File: config.mk
export PLATFORM = sky130hd
export DESIGN_NAME = avr_io_top
export DESIGN_NICKNAME = d
export VERILOG_FILES = /design/src/avr_io_pkg.sv /design/src/io_bus_bridge.sv /design/src/gpio_port.sv /design/src/timer0_prescaler.sv /design/src/timer0.sv /design/src/ext_int.sv /design/src/irq_vector_arb.sv /design/src/avr_io_top.sv
export VERILOG_INCLUDE_DIRS = /design/src /design/src/src
export SDC_FILE = /design/constraint.sdc
export NUM_CORES = 1
export LEC_CHECK = 0
export BUFFER_PORTS_ARGS = -buffer_cell sky130_fd_sc_hd__buf_4
export CORE_AREA = 3 3 133 135
export CTS_CLUSTER_SIZE = 12
export DETAILED_ROUTE_END_ITERATION = 16
export DIE_AREA = 0 0 136 138
export MAX_ROUTING_LAYER = met4
export PLACE_DENSITY = 0.89
export SLEW_MARGIN = 20
export SYNTH_ARGS = -nofsm -noshare
export SYNTH_HDL_FRONTEND = slang
export SYNTH_HIERARCHICAL = 1
export SYNTH_SLANG_ARGS = --single-unit
File: constraint.sdc
create_clock -name clk -period 3.15 [get_ports clk]
set_clock_uncertainty 0.15 [all_clocks]
set_input_delay 0.945 -clock clk [delete_from_list [all_inputs] [get_ports clk]]
set_output_delay 0.945 -clock clk [all_outputs]
set_load 0.01 [all_outputs]
File: src/avr_io_consts.svh
`ifndef AVR_IO_CONSTS_SVH
`define AVR_IO_CONSTS_SVH

`define AVR_ADDR_W      12
`define AVR_DATA_W      8
`define AVR_N_SLAVES    7

// DDR at PIN+1 and PORT at PIN+2
`define AVR_PINB_ADR    12'h023
`define AVR_PINC_ADR    12'h026
`define AVR_PIND_ADR    12'h029
`define AVR_PINE_ADR    12'h02C
`define AVR_PORTB_W     8
`define AVR_PORTC_W     7
`define AVR_PORTD_W     8
`define AVR_PORTE_W     4

`define AVR_TIFR0_ADR   12'h035
`define AVR_EIFR_ADR    12'h03C
`define AVR_EIMSK_ADR   12'h03D
`define AVR_EICRA_ADR   12'h069
`define AVR_TIMSK0_ADR  12'h06E

`define AVR_GTCCR_ADR   12'h043
`define AVR_TCCR0A_ADR  12'h044
`define AVR_TCCR0B_ADR  12'h045
`define AVR_TCNT0_ADR   12'h046
`define AVR_OCR0A_ADR   12'h047

`define AVR_TOV0_BIT    0
`define AVR_OCF0A_BIT   1
`define AVR_PSRSYNC_BIT 0

`define AVR_VEC_INT0     6'd1
`define AVR_VEC_INT1     6'd2
`define AVR_VEC_T0_COMPA 6'd14
`define AVR_VEC_T0_OVF   6'd16
`define AVR_VEC_W        6

`endif

File: src/avr_io_pkg.sv
`include "avr_io_consts.svh"

package avr_io_pkg;

	// Single-cycle register access from the bus bridge
	typedef struct packed {
		logic                   we;
		logic                   re;
		logic [`AVR_ADDR_W-1:0] adr;
		logic [`AVR_DATA_W-1:0] wdat;
	} io_req_t;

	typedef struct packed {
		logic                   hit;  // Address belongs to this block
		logic [`AVR_DATA_W-1:0] rdat;
	} io_rsp_t;

	typedef io_rsp_t [`AVR_N_SLAVES-1:0] io_rsp_vec_t;

	// Sized for the widest port with unused upper bits at 0
	typedef struct packed {
		logic [`AVR_DATA_W-1:0] dir;
		logic [`AVR_DATA_W-1:0] val;
		logic [`AVR_DATA_W-1:0] pu;
	} port_pads_t;

endpackage

File: src/io_bus_bridge.sv
`timescale 1ns/1ps
`include "avr_io_consts.svh"

module io_bus_bridge import avr_io_pkg::*; (
	input  logic                   clk,
	input  logic                   rst_n_i,
	input  logic                   wb_cyc_i,
	input  logic                   wb_stb_i,
	input  logic                   wb_we_i,
	input  logic [`AVR_ADDR_W-1:0] wb_adr_i,
	input  logic [`AVR_DATA_W-1:0] wb_dat_i,
	input  io_rsp_vec_t            rsp_i,
	output logic                   wb_ack_o,
	output logic [`AVR_DATA_W-1:0] wb_dat_o,
	output io_req_t                req_o
);

	logic                     access;
	logic [`AVR_DATA_W-1:0]   rd_data;
	logic [`AVR_N_SLAVES-1:0] hits;

	assign access     = wb_cyc_i & wb_stb_i & ~wb_ack_o; // Open until ack
	assign req_o.we   = access & wb_we_i;
	assign req_o.re   = access & ~wb_we_i;
	assign req_o.adr  = wb_adr_i;
	assign req_o.wdat = wb_dat_i;

	// Walk downwards so the lowest index hit wins
	always_comb begin
		rd_data = '0;
		for (int i = `AVR_N_SLAVES - 1; i >= 0; i--) begin
			hits[i] = rsp_i[i].hit;
			if (rsp_i[i].hit)
				rd_data = rsp_i[i].rdat;
		end
	end

	always_ff @(posedge clk or negedge rst_n_i) begin
		if (!rst_n_i)
			wb_ack_o <= 1'b0;
		else
			wb_ack_o <= access;
	end

	always_ff @(posedge clk) begin
		if (req_o.re)
			wb_dat_o <= rd_data;
	end

	// Each register address belongs to at most one block
	a_decode_unique: assert property (@(posedge clk) disable iff (!rst_n_i)
		access |-> $onehot0(hits));

endmodule

File: src/gpio_port.sv
`timescale 1ns/1ps
`include "avr_io_consts.svh"

module gpio_port import avr_io_pkg::*; #(
	parameter int                     WIDTH   = `AVR_PORTB_W,
	parameter logic [`AVR_ADDR_W-1:0] PIN_ADR = `AVR_PINB_ADR
) (
	input  logic             clk,
	input  logic             rst_n_i,
	input  io_req_t          req_i,
	input  logic [WIDTH-1:0] pin_i,
	output io_rsp_t          rsp_o,
	output port_pads_t       pads_o,
	output logic [WIDTH-1:0] pin_sync_o
);

	localparam logic [`AVR_ADDR_W-1:0] DDR_ADR  = PIN_ADR + 12'd1;
	localparam logic [`AVR_ADDR_W-1:0] PORT_ADR = PIN_ADR + 12'd2;

	logic [WIDTH-1:0] ddr_q;
	logic [WIDTH-1:0] port_q;
	logic [WIDTH-1:0] pin_meta;
	logic [WIDTH-1:0] pin_q;

	always_ff @(posedge clk or negedge rst_n_i) begin
		if (!rst_n_i) begin
			ddr_q    <= '0;
			port_q   <= '0;
			pin_meta <= '0;
			pin_q    <= '0;
		end else begin
			pin_meta <= pin_i; // Two-flop synchronizer
			pin_q    <= pin_meta;
			if (req_i.we && req_i.adr == DDR_ADR)
				ddr_q <= req_i.wdat[WIDTH-1:0];
			if (req_i.we && req_i.adr == PORT_ADR)
				port_q <= req_i.wdat[WIDTH-1:0];
			else if (req_i.we && req_i.adr == PIN_ADR)
				port_q <= port_q ^ req_i.wdat[WIDTH-1:0]; // Toggle on 1
		end
	end

	assign pin_sync_o = pin_q;
	assign pads_o.dir = 8'(ddr_q);
	assign pads_o.val = 8'(port_q);
	assign pads_o.pu  = 8'(port_q & ~ddr_q); // Pull-up only on inputs

	always_comb begin
		rsp_o.hit  = 1'b1;
		rsp_o.rdat = '0;
		case (req_i.adr)
			PIN_ADR:  rsp_o.rdat = 8'(pin_q);
			DDR_ADR:  rsp_o.rdat = 8'(ddr_q);
			PORT_ADR: rsp_o.rdat = 8'(port_q);
			default:  rsp_o.hit  = 1'b0;
		endcase
	end

endmodule

File: src/timer0_prescaler.sv
`timescale 1ns/1ps
`include "avr_io_consts.svh"

module timer0_prescaler import avr_io_pkg::*; (
	input  logic       clk,
	input  logic       rst_n_i,
	input  io_req_t    req_i,
	input  logic [2:0] cs_i,
	output io_rsp_t    rsp_o,
	output logic       tick_o
);

	logic [9:0] pre_cnt;
	logic       psr_wr;

	assign psr_wr = req_i.we && req_i.adr == `AVR_GTCCR_ADR
		&& req_i.wdat[`AVR_PSRSYNC_BIT];

	always_ff @(posedge clk or negedge rst_n_i) begin
		if (!rst_n_i)
			pre_cnt <= '0;
		else if (psr_wr)
			pre_cnt <= '0;
		else
			pre_cnt <= pre_cnt + 10'd1;
	end

	// Tick on the last count of each tap
	always_comb begin
		case (cs_i)
			3'd1:    tick_o = 1'b1;
			3'd2:    tick_o = &pre_cnt[2:0];
			3'd3:    tick_o = &pre_cnt[5:0];
			3'd4:    tick_o = &pre_cnt[7:0];
			3'd5:    tick_o = &pre_cnt;
			default: tick_o = 1'b0; // Stopped, no external clock
		endcase
	end

	assign rsp_o.hit  = req_i.adr == `AVR_GTCCR_ADR;
	assign rsp_o.rdat = '0; // PSRSYNC self-clears

endmodule

File: src/timer0.sv
`timescale 1ns/1ps
`include "avr_io_consts.svh"

module timer0 import avr_io_pkg::*; (
	input  logic       clk,
	input  logic       rst_n_i,
	input  io_req_t    req_i,
	input  logic       tick_i,
	input  logic       clr_compa_i,
	input  logic       clr_ovf_i,
	output io_rsp_t    rsp_o,
	output logic [2:0] cs_o,
	output logic       compa_irq_o,
	output logic       ovf_irq_o
);

	logic [1:0] wgm;   // TCCR0A WGM01:00 where only WGM01 acts
	logic [2:0] cs;
	logic [7:0] tcnt0;
	logic [7:0] ocr0a;
	logic [1:0] timsk0;
	logic [1:0] tifr0;
	logic       ctc, match, wr_tcnt, wr_ocr;
	logic [1:0] flag_set, flag_clr;

	assign ctc     = wgm[1];
	assign match   = tcnt0 == ocr0a;
	assign wr_tcnt = req_i.we && req_i.adr == `AVR_TCNT0_ADR;
	assign wr_ocr  = req_i.we && req_i.adr == `AVR_OCR0A_ADR;

	always_comb begin
		flag_set = '0;
		flag_clr = '0;
		flag_set[`AVR_TOV0_BIT]  = tick_i && tcnt0 == 8'hFF;
		flag_set[`AVR_OCF0A_BIT] = tick_i && match;
		if (req_i.we && req_i.adr == `AVR_TIFR0_ADR)
			flag_clr = req_i.wdat[1:0]; // Write 1 to clear
		flag_clr[`AVR_TOV0_BIT]  |= clr_ovf_i;
		flag_clr[`AVR_OCF0A_BIT] |= clr_compa_i;
	end

	always_ff @(posedge clk or negedge rst_n_i) begin
		if (!rst_n_i) begin
			wgm    <= '0;
			cs     <= '0;
			tcnt0  <= '0;
			ocr0a  <= '0;
			timsk0 <= '0;
			tifr0  <= '0;
		end else begin
			if (req_i.we && req_i.adr == `AVR_TCCR0A_ADR)
				wgm <= req_i.wdat[1:0];
			if (req_i.we && req_i.adr == `AVR_TCCR0B_ADR)
				cs <= req_i.wdat[2:0];
			if (req_i.we && req_i.adr == `AVR_TIMSK0_ADR)
				timsk0 <= req_i.wdat[1:0];
			if (wr_ocr)
				ocr0a <= req_i.wdat;
			if (wr_tcnt)
				tcnt0 <= req_i.wdat; // Bus write beats the tick
			else if (tick_i)
				tcnt0 <= (ctc && match) ? 8'h00 : tcnt0 + 8'd1;
			tifr0 <= (tifr0 & ~flag_clr) | flag_set; // Set wins
		end
	end

	assign cs_o        = cs;
	assign compa_irq_o = tifr0[`AVR_OCF0A_BIT] & timsk0[`AVR_OCF0A_BIT];
	assign ovf_irq_o   = tifr0[`AVR_TOV0_BIT] & timsk0[`AVR_TOV0_BIT];

	always_comb begin
		rsp_o.hit  = 1'b1;
		rsp_o.rdat = '0;
		case (req_i.adr)
			`AVR_TCCR0A_ADR: rsp_o.rdat = {6'b0, wgm};
			`AVR_TCCR0B_ADR: rsp_o.rdat = {5'b0, cs};
			`AVR_TCNT0_ADR:  rsp_o.rdat = tcnt0;
			`AVR_OCR0A_ADR:  rsp_o.rdat = ocr0a;
			`AVR_TIMSK0_ADR: rsp_o.rdat = {6'b0, timsk0};
			`AVR_TIFR0_ADR:  rsp_o.rdat = {6'b0, tifr0};
			default:         rsp_o.hit  = 1'b0;
		endcase
	end

	// CTC keeps the count at or below TOP unless software moves it
	a_ctc_bound: assert property (@(posedge clk) disable iff (!rst_n_i)
		(ctc && tcnt0 <= ocr0a && !wr_tcnt && !wr_ocr) |=> (!ctc || tcnt0 <= ocr0a));

endmodule

File: src/ext_int.sv
`timescale 1ns/1ps
`include "avr_io_consts.svh"

module ext_int import avr_io_pkg::*; (
	input  logic       clk,
	input  logic       rst_n_i,
	input  io_req_t    req_i,
	input  logic [1:0] int_pins_i,
	input  logic [1:0] clr_i,
	output io_rsp_t    rsp_o,
	output logic [1:0] irq_o
);

	logic [3:0] eicra;  // ISC11:10, ISC01:00
	logic [1:0] eimsk;
	logic [1:0] eifr;
	logic [1:0] pin_q;  // Last sampled pin level
	logic [1:0] edge_hit, level_req, flag_clr;

	always_comb begin
		for (int i = 0; i < 2; i++) begin
			case (eicra[2*i +: 2])
				2'b01:   edge_hit[i] = int_pins_i[i] ^ pin_q[i];
				2'b10:   edge_hit[i] = ~int_pins_i[i] & pin_q[i];
				2'b11:   edge_hit[i] = int_pins_i[i] & ~pin_q[i];
				default: edge_hit[i] = 1'b0; // Level mode keeps no flag
			endcase
			level_req[i] = eicra[2*i +: 2] == 2'b00 && !int_pins_i[i];
		end
		flag_clr = clr_i;
		if (req_i.we && req_i.adr == `AVR_EIFR_ADR)
			flag_clr = flag_clr | req_i.wdat[1:0];
	end

	always_ff @(posedge clk or negedge rst_n_i) begin
		if (!rst_n_i) begin
			eicra <= '0;
			eimsk <= '0;
			eifr  <= '0;
			pin_q <= '0;
		end else begin
			pin_q <= int_pins_i;
			if (req_i.we && req_i.adr == `AVR_EICRA_ADR)
				eicra <= req_i.wdat[3:0];
			if (req_i.we && req_i.adr == `AVR_EIMSK_ADR)
				eimsk <= req_i.wdat[1:0];
			eifr <= (eifr & ~flag_clr) | edge_hit;
		end
	end

	assign irq_o = eimsk & (eifr | level_req);

	always_comb begin
		rsp_o.hit  = 1'b1;
		rsp_o.rdat = '0;
		case (req_i.adr)
			`AVR_EICRA_ADR: rsp_o.rdat = {4'b0, eicra};
			`AVR_EIMSK_ADR: rsp_o.rdat = {6'b0, eimsk};
			`AVR_EIFR_ADR:  rsp_o.rdat = {6'b0, eifr};
			default:        rsp_o.hit  = 1'b0;
		endcase
	end

endmodule

File: src/irq_vector_arb.sv
`timescale 1ns/1ps
`include "avr_io_consts.svh"

module irq_vector_arb import avr_io_pkg::*; (
	input  logic [3:0]            irq_i,  // INT0, INT1, T0 COMPA, T0 OVF
	input  logic                  irq_ack_i,
	output logic                  irq_req_o,
	output logic [`AVR_VEC_W-1:0] irq_vec_o,
	output logic [3:0]            clr_o
);

	logic [3:0] win;

	// Lower vector number wins
	always_comb begin
		win       = '0;
		irq_vec_o = '0;
		if (irq_i[0]) begin
			win[0]    = 1'b1;
			irq_vec_o = `AVR_VEC_INT0;
		end else if (irq_i[1]) begin
			win[1]    = 1'b1;
			irq_vec_o = `AVR_VEC_INT1;
		end else if (irq_i[2]) begin
			win[2]    = 1'b1;
			irq_vec_o = `AVR_VEC_T0_COMPA;
		end else if (irq_i[3]) begin
			win[3]    = 1'b1;
			irq_vec_o = `AVR_VEC_T0_OVF;
		end
	end

	assign irq_req_o = |irq_i;
	assign clr_o     = win & {4{irq_ack_i}};

	a_ack_pending: assert property (@(posedge irq_ack_i) irq_req_o);

endmodule

File: src/avr_io_top.sv
`timescale 1ns/1ps
`include "avr_io_consts.svh"

module avr_io_top import avr_io_pkg::*; (
	input  logic                    clk,
	input  logic                    rst_n_i,
	input  logic                    wb_cyc_i,
	input  logic                    wb_stb_i,
	input  logic                    wb_we_i,
	input  logic [`AVR_ADDR_W-1:0]  wb_adr_i,
	input  logic [`AVR_DATA_W-1:0]  wb_dat_i,
	output logic                    wb_ack_o,
	output logic [`AVR_DATA_W-1:0]  wb_dat_o,
	input  logic                    irq_ack_i,
	input  logic [`AVR_PORTB_W-1:0] pinb_i,
	input  logic [`AVR_PORTC_W-1:0] pinc_i,
	input  logic [`AVR_PORTD_W-1:0] pind_i,
	input  logic [`AVR_PORTE_W-1:0] pine_i,
	output port_pads_t              padsb_o,
	output port_pads_t              padsc_o,
	output port_pads_t              padsd_o,
	output port_pads_t              padse_o,
	output logic                    irq_req_o,
	output logic [`AVR_VEC_W-1:0]   irq_vec_o
);

	io_req_t                 req;
	io_rsp_vec_t             rsp;   // 0..3 ports B-E, 4 GTCCR, 5 timer0, 6 ext int
	logic [`AVR_PORTD_W-1:0] pind_sync;
	logic                    t0_tick;
	logic [2:0]              t0_cs;
	logic                    t0_compa_irq, t0_ovf_irq;
	logic [1:0]              ext_irq;
	logic [3:0]              irq_clr;

	io_bus_bridge bridge0 (
		.clk      (clk),
		.rst_n_i  (rst_n_i),
		.wb_cyc_i (wb_cyc_i),
		.wb_stb_i (wb_stb_i),
		.wb_we_i  (wb_we_i),
		.wb_adr_i (wb_adr_i),
		.wb_dat_i (wb_dat_i),
		.rsp_i    (rsp),
		.wb_ack_o (wb_ack_o),
		.wb_dat_o (wb_dat_o),
		.req_o    (req)
	);

	gpio_port #(.WIDTH(`AVR_PORTB_W), .PIN_ADR(`AVR_PINB_ADR)) port_b (
		.clk(clk), .rst_n_i(rst_n_i), .req_i(req), .pin_i(pinb_i),
		.rsp_o(rsp[0]), .pads_o(padsb_o), .pin_sync_o()
	);

	gpio_port #(.WIDTH(`AVR_PORTC_W), .PIN_ADR(`AVR_PINC_ADR)) port_c (
		.clk(clk), .rst_n_i(rst_n_i), .req_i(req), .pin_i(pinc_i),
		.rsp_o(rsp[1]), .pads_o(padsc_o), .pin_sync_o()
	);

	// PD2 and PD3 double as INT0 and INT1
	gpio_port #(.WIDTH(`AVR_PORTD_W), .PIN_ADR(`AVR_PIND_ADR)) port_d (
		.clk(clk), .rst_n_i(rst_n_i), .req_i(req), .pin_i(pind_i),
		.rsp_o(rsp[2]), .pads_o(padsd_o), .pin_sync_o(pind_sync)
	);

	gpio_port #(.WIDTH(`AVR_PORTE_W), .PIN_ADR(`AVR_PINE_ADR)) port_e (
		.clk(clk), .rst_n_i(rst_n_i), .req_i(req), .pin_i(pine_i),
		.rsp_o(rsp[3]), .pads_o(padse_o), .pin_sync_o()
	);

	timer0_prescaler pres0 (
		.clk(clk), .rst_n_i(rst_n_i), .req_i(req), .cs_i(t0_cs),
		.rsp_o(rsp[4]), .tick_o(t0_tick)
	);

	timer0 tc0 (
		.clk         (clk),
		.rst_n_i     (rst_n_i),
		.req_i       (req),
		.tick_i      (t0_tick),
		.clr_compa_i (irq_clr[2]),
		.clr_ovf_i   (irq_clr[3]),
		.rsp_o       (rsp[5]),
		.cs_o        (t0_cs),
		.compa_irq_o (t0_compa_irq),
		.ovf_irq_o   (t0_ovf_irq)
	);

	ext_int exti0 (
		.clk        (clk),
		.rst_n_i    (rst_n_i),
		.req_i      (req),
		.int_pins_i (pind_sync[3:2]),
		.clr_i      (irq_clr[1:0]),
		.rsp_o      (rsp[6]),
		.irq_o      (ext_irq)
	);

	irq_vector_arb arb0 (
		.irq_i     ({t0_ovf_irq, t0_compa_irq, ext_irq}),
		.irq_ack_i (irq_ack_i),
		.irq_req_o (irq_req_o),
		.irq_vec_o (irq_vec_o),
		.clr_o     (irq_clr)
	);

endmodule

[Word-level counts from Yosys, hierarchy flattened]
Index checks and enable logic that the tools add are counted.
Cells by class
  $add $sub $neg: 2
  equal/unequal tests: 35
  mux-type cells: 47
  bitwise gates (word level): 42
  reduce and logical (&&, ||, !) cells: 48
Operators with widths (number)
  12-bit by 6-bit equality test with 1-bit output, second input constant: 15
  8-bit two-way mux: 14
  12-bit by 7-bit equality test with 1-bit output, second input constant: 7
  8-bit one-hot mux with 3 select lines: 2
  8-bit one-hot mux with 6 select lines: 1
  1-bit logical AND: 28
  4-bit one-hot mux with 3 select lines: 2
  7-bit one-hot mux with 3 select lines: 1
  6-bit two-way mux: 3
  8-bit bitwise AND: 2
  8-bit NOT: 2
  8-bit XOR: 2
  3-bit OR reduction: 5
  7-bit two-way mux: 2
  1-bit two-way mux: 11
  10-bit by 1-bit adder with 10-bit output, second input constant: 1
  1-bit bitwise AND: 10
  10-bit two-way mux: 1
  10-bit AND reduction: 1
  2-bit nonzero test: 5
  8-bit by 1-bit adder with 8-bit output, second input constant: 1
  4-bit by 8-bit bitwise AND with 8-bit output: 1
  7-bit by 8-bit bitwise AND with 8-bit output: 1
  2-bit equality test, second input constant: 4
  other kinds (30): 52
Storage, ports and cells
  flip-flop bits (word level): 162
  bits of input ports: 53
  word-level logic and storage cells: 203

[Longest topological paths before layout]
  word-level depth: 12
  gate-level depth with buffers: 12
  gate-level depth less buffers: 9

[By module]
The synthesis kept the hierarchy.
By module, submodules not included
  timer0: times used 1, cells an instance 153, area an instance 1679.1 um^2, seq. area each 625.6 um^2
  gpio_port at port_b: times used 1, cells an instance 127, area an instance 1515.2 um^2, seq. area each 800.8 um^2
  gpio_port at port_d: times used 1, cells an instance 123, area an instance 1483.9 um^2, seq. area each 800.8 um^2
  gpio_port at port_c: times used 1, cells an instance 111, area an instance 1338.8 um^2, seq. area each 700.7 um^2
  io_bus_bridge: times used 1, cells an instance 103, area an instance 952.2 um^2, seq. area each 265.3 um^2
  gpio_port at port_e: times used 1, cells an instance 89, area an instance 950.9 um^2, seq. area each 400.4 um^2
  ext_int: times used 1, cells an instance 70, area an instance 724.4 um^2, seq. area each 250.2 um^2
  timer0_prescaler: times used 1, cells an instance 65, area an instance 610.6 um^2, seq. area each 250.2 um^2
  irq_vector_arb: times used 1, cells an instance 15, area an instance 97.6 um^2, seq. area each 0.0 um^2

[Worst setup path before layout]
OpenSTA, ideal clock, no wires.
  path kind: input port to flip-flop
  start: input port wb_adr_i[9]
  end: register bridge0.wb_dat_o[3] (data pin)
  setup time: 0.261 ns
  data arrival time: 2.844 ns
  required time: 2.739 ns
  slack: -0.105 ns
  stages: 11
  buffers on the path: 4
  cell sequence: buf_4 -> or4_4 -> buf_6 -> nor2_1 -> and2_1 -> buf_6 -> nor2b_4 -> buf_6 -> a221o_1 -> a221oi_2 -> o21ai_1
RTL lines
  start: declaration: RTL line avr_io_top.sv:10  | input logic [`AVR_ADDR_W-1:0] wb_adr_i,
  end signal: assignment: RTL line io_bus_bridge.sv:47  | wb_dat_o <= rd_data;
  end: declaration: RTL line io_bus_bridge.sv:14  | output logic [`AVR_DATA_W-1:0] wb_dat_o,

[Worst setup path after layout]
  start: register exti0.eicra[2]
  end: output port irq_vec_o[4]
On the way
  longest elaborated chain between the ends: 6
Ends and longest elaborated chain
  start: declaration: RTL line ext_int.sv:14  | logic [3:0] eicra;
  start signal: assignment: RTL line ext_int.sv:44  | eicra <= req_i.wdat[3:0];
  2-bit zero test: RTL line ext_int.sv:28  | level_req[i] = eicra[2*i +: 2] == 2'b00 && !int_pins_i[i];
  1-bit logical AND: RTL line ext_int.sv:28
  2-bit bitwise OR: RTL line ext_int.sv:51  | assign irq_o = eimsk & (eifr | level_req);
  2-bit bitwise AND: RTL line ext_int.sv:51
  via ext_irq[1]: RTL line avr_io_top.sv:33  | logic [1:0] ext_irq;
  6-bit two-way mux: RTL line irq_vector_arb.sv:21  | end else if (irq_i[1]) begin
  6-bit two-way mux: RTL line irq_vector_arb.sv:18  | if (irq_i[0]) begin
  end: declaration: RTL line avr_io_top.sv:24  | output logic [`AVR_VEC_W-1:0] irq_vec_o
The timed path passes the listed nets, and every way through them passes these cells.

==> flow_metrics.tcl <==
set metrics [dict create \
    seqPwrFrac_pct 46.7 \
    worstPathMaxFanout 5 \
    first_pass_iters 6 \
    viasPerCell 6.284 \
    cp-start-kind "register" \
    wl_per_cell_um 21.58 \
    cts.clk_slew.worst_paths_ps 70 \
    fmax_mhz 341.6 \
    path_class "reg -> out" \
    yosysSeqAreaShare_pct 43.77 \
    worst_slack_ps 222.7 \
    drv_cap 0 \
    yosysWarnings 6 \
    chipWidth_um 136 \
    ys_types 90 \
    power_w 0.004744 \
    cp.arrival_ps 1830 \
    io_buffer_count 148 \
    grt_use_total_pct 29.59 \
    ioPinCount 165 \
    dp_slack_ps -50.17 \
    insertedDiodeCount 0 \
    p_clk_share_pct 44.0 \
    clock_path_buffers 2 \
    hold_viol 0 \
    min_path_cells 0 \
    grt_pass1_vias 7900 \
    dp_hpwl_mm 18.65 \
    numCtsBuffers 17 \
    die-area_mm2 0.01877 \
    area_delta_synth_final_pct 21.62 \
    clkSinkCount 162 \
    cts_resized 0 \
    finalCritPeriodShare_pct 92.93 \
    design.core.area_mm2 0.01658 \
    grt_max_degree 63 \
    finalHoldWorstSlack_ps 200.5 \
    hp-class "reg -> reg" \
    wirelength_mm 27.11 \
    ys_ff_latch 162 \
    gp_congestion 0.9655 \
    synthArstFlopShare_pct 95.06 \
    cts_tree "done" \
    critical_path_required_ps 2050 \
    period_minus_slack_ps 2927 \
    slew_viol_final 0 \
    rsz0062_at_grt "no" \
    grt_overflow 0 \
    clock_latency_ps 450 \
    drc 0 \
    antenna_found_initial 0 \
    syn_area_mm2 0.009353 \
    nets 1083 \
    post-cts-setup-buffers 0 \
    drtIter0Drc 844 \
    relSlewSlack_pct 62.05 \
    internal-power_w 0.003408 \
    root_buffer "clkbuf_16" \
    p_sw_w 0.001336 \
    reg2reg_depth 7 \
    synth-main-ff-cell "dfrtp_1" \
    switching_share_pct 28.15 \
    outcome "completed" \
    ir_drop_uv 376.9 \
    drive_gt1_share_pct 34.46 \
    setup_viol 0 \
    syn_avg_cell_area_um2 10.93 \
    htreeDepth 4 \
    grt_pass1_wl_mm 42.47 \
    start_util_pct 56.40 \
    p_per_area_mw_per_mm2 417.1 \
    fp.dieH_um 138 \
    synth-edff-count 8 \
    hold_buffers 0 \
    rows 47 \
    vias 7893 \
    cellLeakagePower_nw 5.376 \
    tightest_slew_ps 569.2 \
    combPwrFrac_pct 9.2 \
    ant_nets 0 \
    crit_path_end_kind "primary output" \
    syn_inst 856 \
]
sequential cells by signal, indices dropped and copies added, names as in the netlist, 7 cells and up:
register and flops:
pres0/pre_cnt 10, bridge0/wb_dat_o 8, port_b/ddr_q 8, port_b/pin_meta 8, port_b/pin_sync_o 8, port_b/port_q 8, port_d/ddr_q 8, port_d/pin_meta 8
port_d/pin_sync_o 8, port_d/port_q 8, tc0/ocr0a 8, tc0/tcnt0 8, port_c/ddr_q 7, port_c/pin_meta 7, port_c/pin_sync_o 7, port_c/port_q 7
final cells by class:
class / count / area [µm²]
Inverter: 27 / 101.3
Fill cell: 1210 / 5209
Tap cell: 220 / 275.3
Multi-Input combinational cell: 604 / 4632
Clock buffer: 17 / 425.4
Clock inverter: 15 / 183.9
Timing Repair Buffer: 211 / 1663
Sequential cell: 162 / 4094
per-layer routing:
metal | vias up | GRT usage (%) | wire, µm
met1 | 3899 | 38.61 | 10720
met3 | 91 | 5.814 | 2278
met2 | 483 | 44.93 | 12940
met5 | - | - | 0
met4 | 0 | 13.21 | 1169
li1 | 3420 | - | -
synthesized netlist by cell type, drive strengths merged, types with 6 or more instances:
| cell type | instances | area share, % |
|---|---|---|
| nand2b | 7 | 0.47 |
| a22o | 6 | 0.56 |
| nor2 | 41 | 1.7 |
| nand3 | 14 | 0.86 |
| inv | 27 | 1.1 |
| dfrtp | 154 | 41 |
| nand4 | 14 | 1.4 |
| mux2 | 58 | 7.5 |
| nor4 | 12 | 1.4 |
| and3 | 6 | 0.40 |
| o21ai | 37 | 2.0 |
| clkbuf | 18 | 0.98 |
| nand2 | 37 | 1.6 |
| nor3b | 9 | 1.2 |
| or2 | 6 | 0.40 |
| a221o | 11 | 1.2 |
| xnor2 | 10 | 0.94 |
| buf | 73 | 5.8 |
| a21oi | 34 | 1.8 |
| nor2b | 37 | 2.6 |
| a41oi | 13 | 1.2 |
| and3b | 9 | 0.84 |
| a31oi | 9 | 0.60 |
| a221oi | 9 | 1.4 |
| o2bb2ai | 8 | 0.75 |
| a41o | 8 | 0.86 |
| mux2i | 40 | 4.3 |
| a22oi | 17 | 1.4 |
| ha | 7 | 0.94 |
| nor3 | 23 | 1.3 |
| edfxtp | 8 | 2.6 |
| and2 | 13 | 0.91 |
| o31ai | 15 | 1.2 |
worst paths after layout:
check | endpoint | slack, ps | from
worst max-delay path | irq_vec_o[4] | 220 | exti0/eicra[2]$_DFFE_PN0P_
worst max register to register | bridge0/wb_dat_o[1]$_DFFE_PP_ | 670 | tc0/cs_o[1]$_DFFE_PN0P_
worst min-delay path | port_c/pin_sync_o[2]$_DFF_PN0_ | 200 | port_c/pin_meta[2]$_DFF_PN0_
min in group asynchronous | port_c/pin_meta[4]$_DFF_PN0_ | 320 | rst_n_i
max in group asynchronous | pres0/pre_cnt[1]$_DFF_PN0_ | 1830 | rst_n_i
worst min register to register | port_c/pin_sync_o[2]$_DFF_PN0_ | 200 | port_c/pin_meta[2]$_DFF_PN0_
cells by family (layout without fill, tap and decap cells):
logic type	count (synthesis)	in the layout	share of synthesized area [%]
and+or+nand+nor	261	261	18.94
AOI/OAI and AO/OA	190	190	15.09
DFF	162	162	43.77
buffers and inverters	118	270	7.906
muxes	98	98	11.75
xor gates and xnor gates	15	15	1.405
adders and majority gates	7	7	0.9364
other	5	33	0.2007
placed cells by master (no fill, tap or decap), types with 22 or more instances in the layout:
cell     instances
conb_1          33
o21ai_0         29
nor2b_1         36
nand2_1         36
dfrtp_1        154
a21oi_1         34
buf_4          204
nor3_1          22
inv_1           27
mux2_2          41
nor2_1          39
mux2i_1         40
stage by stage:
| stage | setup TNS [ps] | std cells | util, % | area [µm²] |
|---|---|---|---|---|
| after floorplan | -323.9 | 884 | - | 9467 |
| after global placement | 0 | 1224 | 64.92 | 10770 |
| after detailed placement | -164.1 | 1224 | 64.92 | 10770 |
| after CTS | 0 | 1256 | 68.59 | 11370 |
| after global routing | 0 | 1256 | 68.59 | 11370 |
| final | 0 | 1256 | 68.59 | 11370 |
power by group through the flow:
stage	sequential, W	clock, W	combinational [W]
after global placement	0.00225	0	0.000413
after floorplan	0.00224	0	0.000279
after CTS	0.00221	0.00210	0.000432
final	0.00222	0.00209	0.000438
after global routing	0.00222	0.00220	0.000474
after detailed placement	0.00225	0	0.000425
worst max-delay path, stage by stage (launching register included):
cell and delay [ps]:
dfrtp_1 430, nor3_1 300, o21a_1 250, nor3_2 80, and2_2 190, buf_4 140
(Power assumes the default switching activity.)
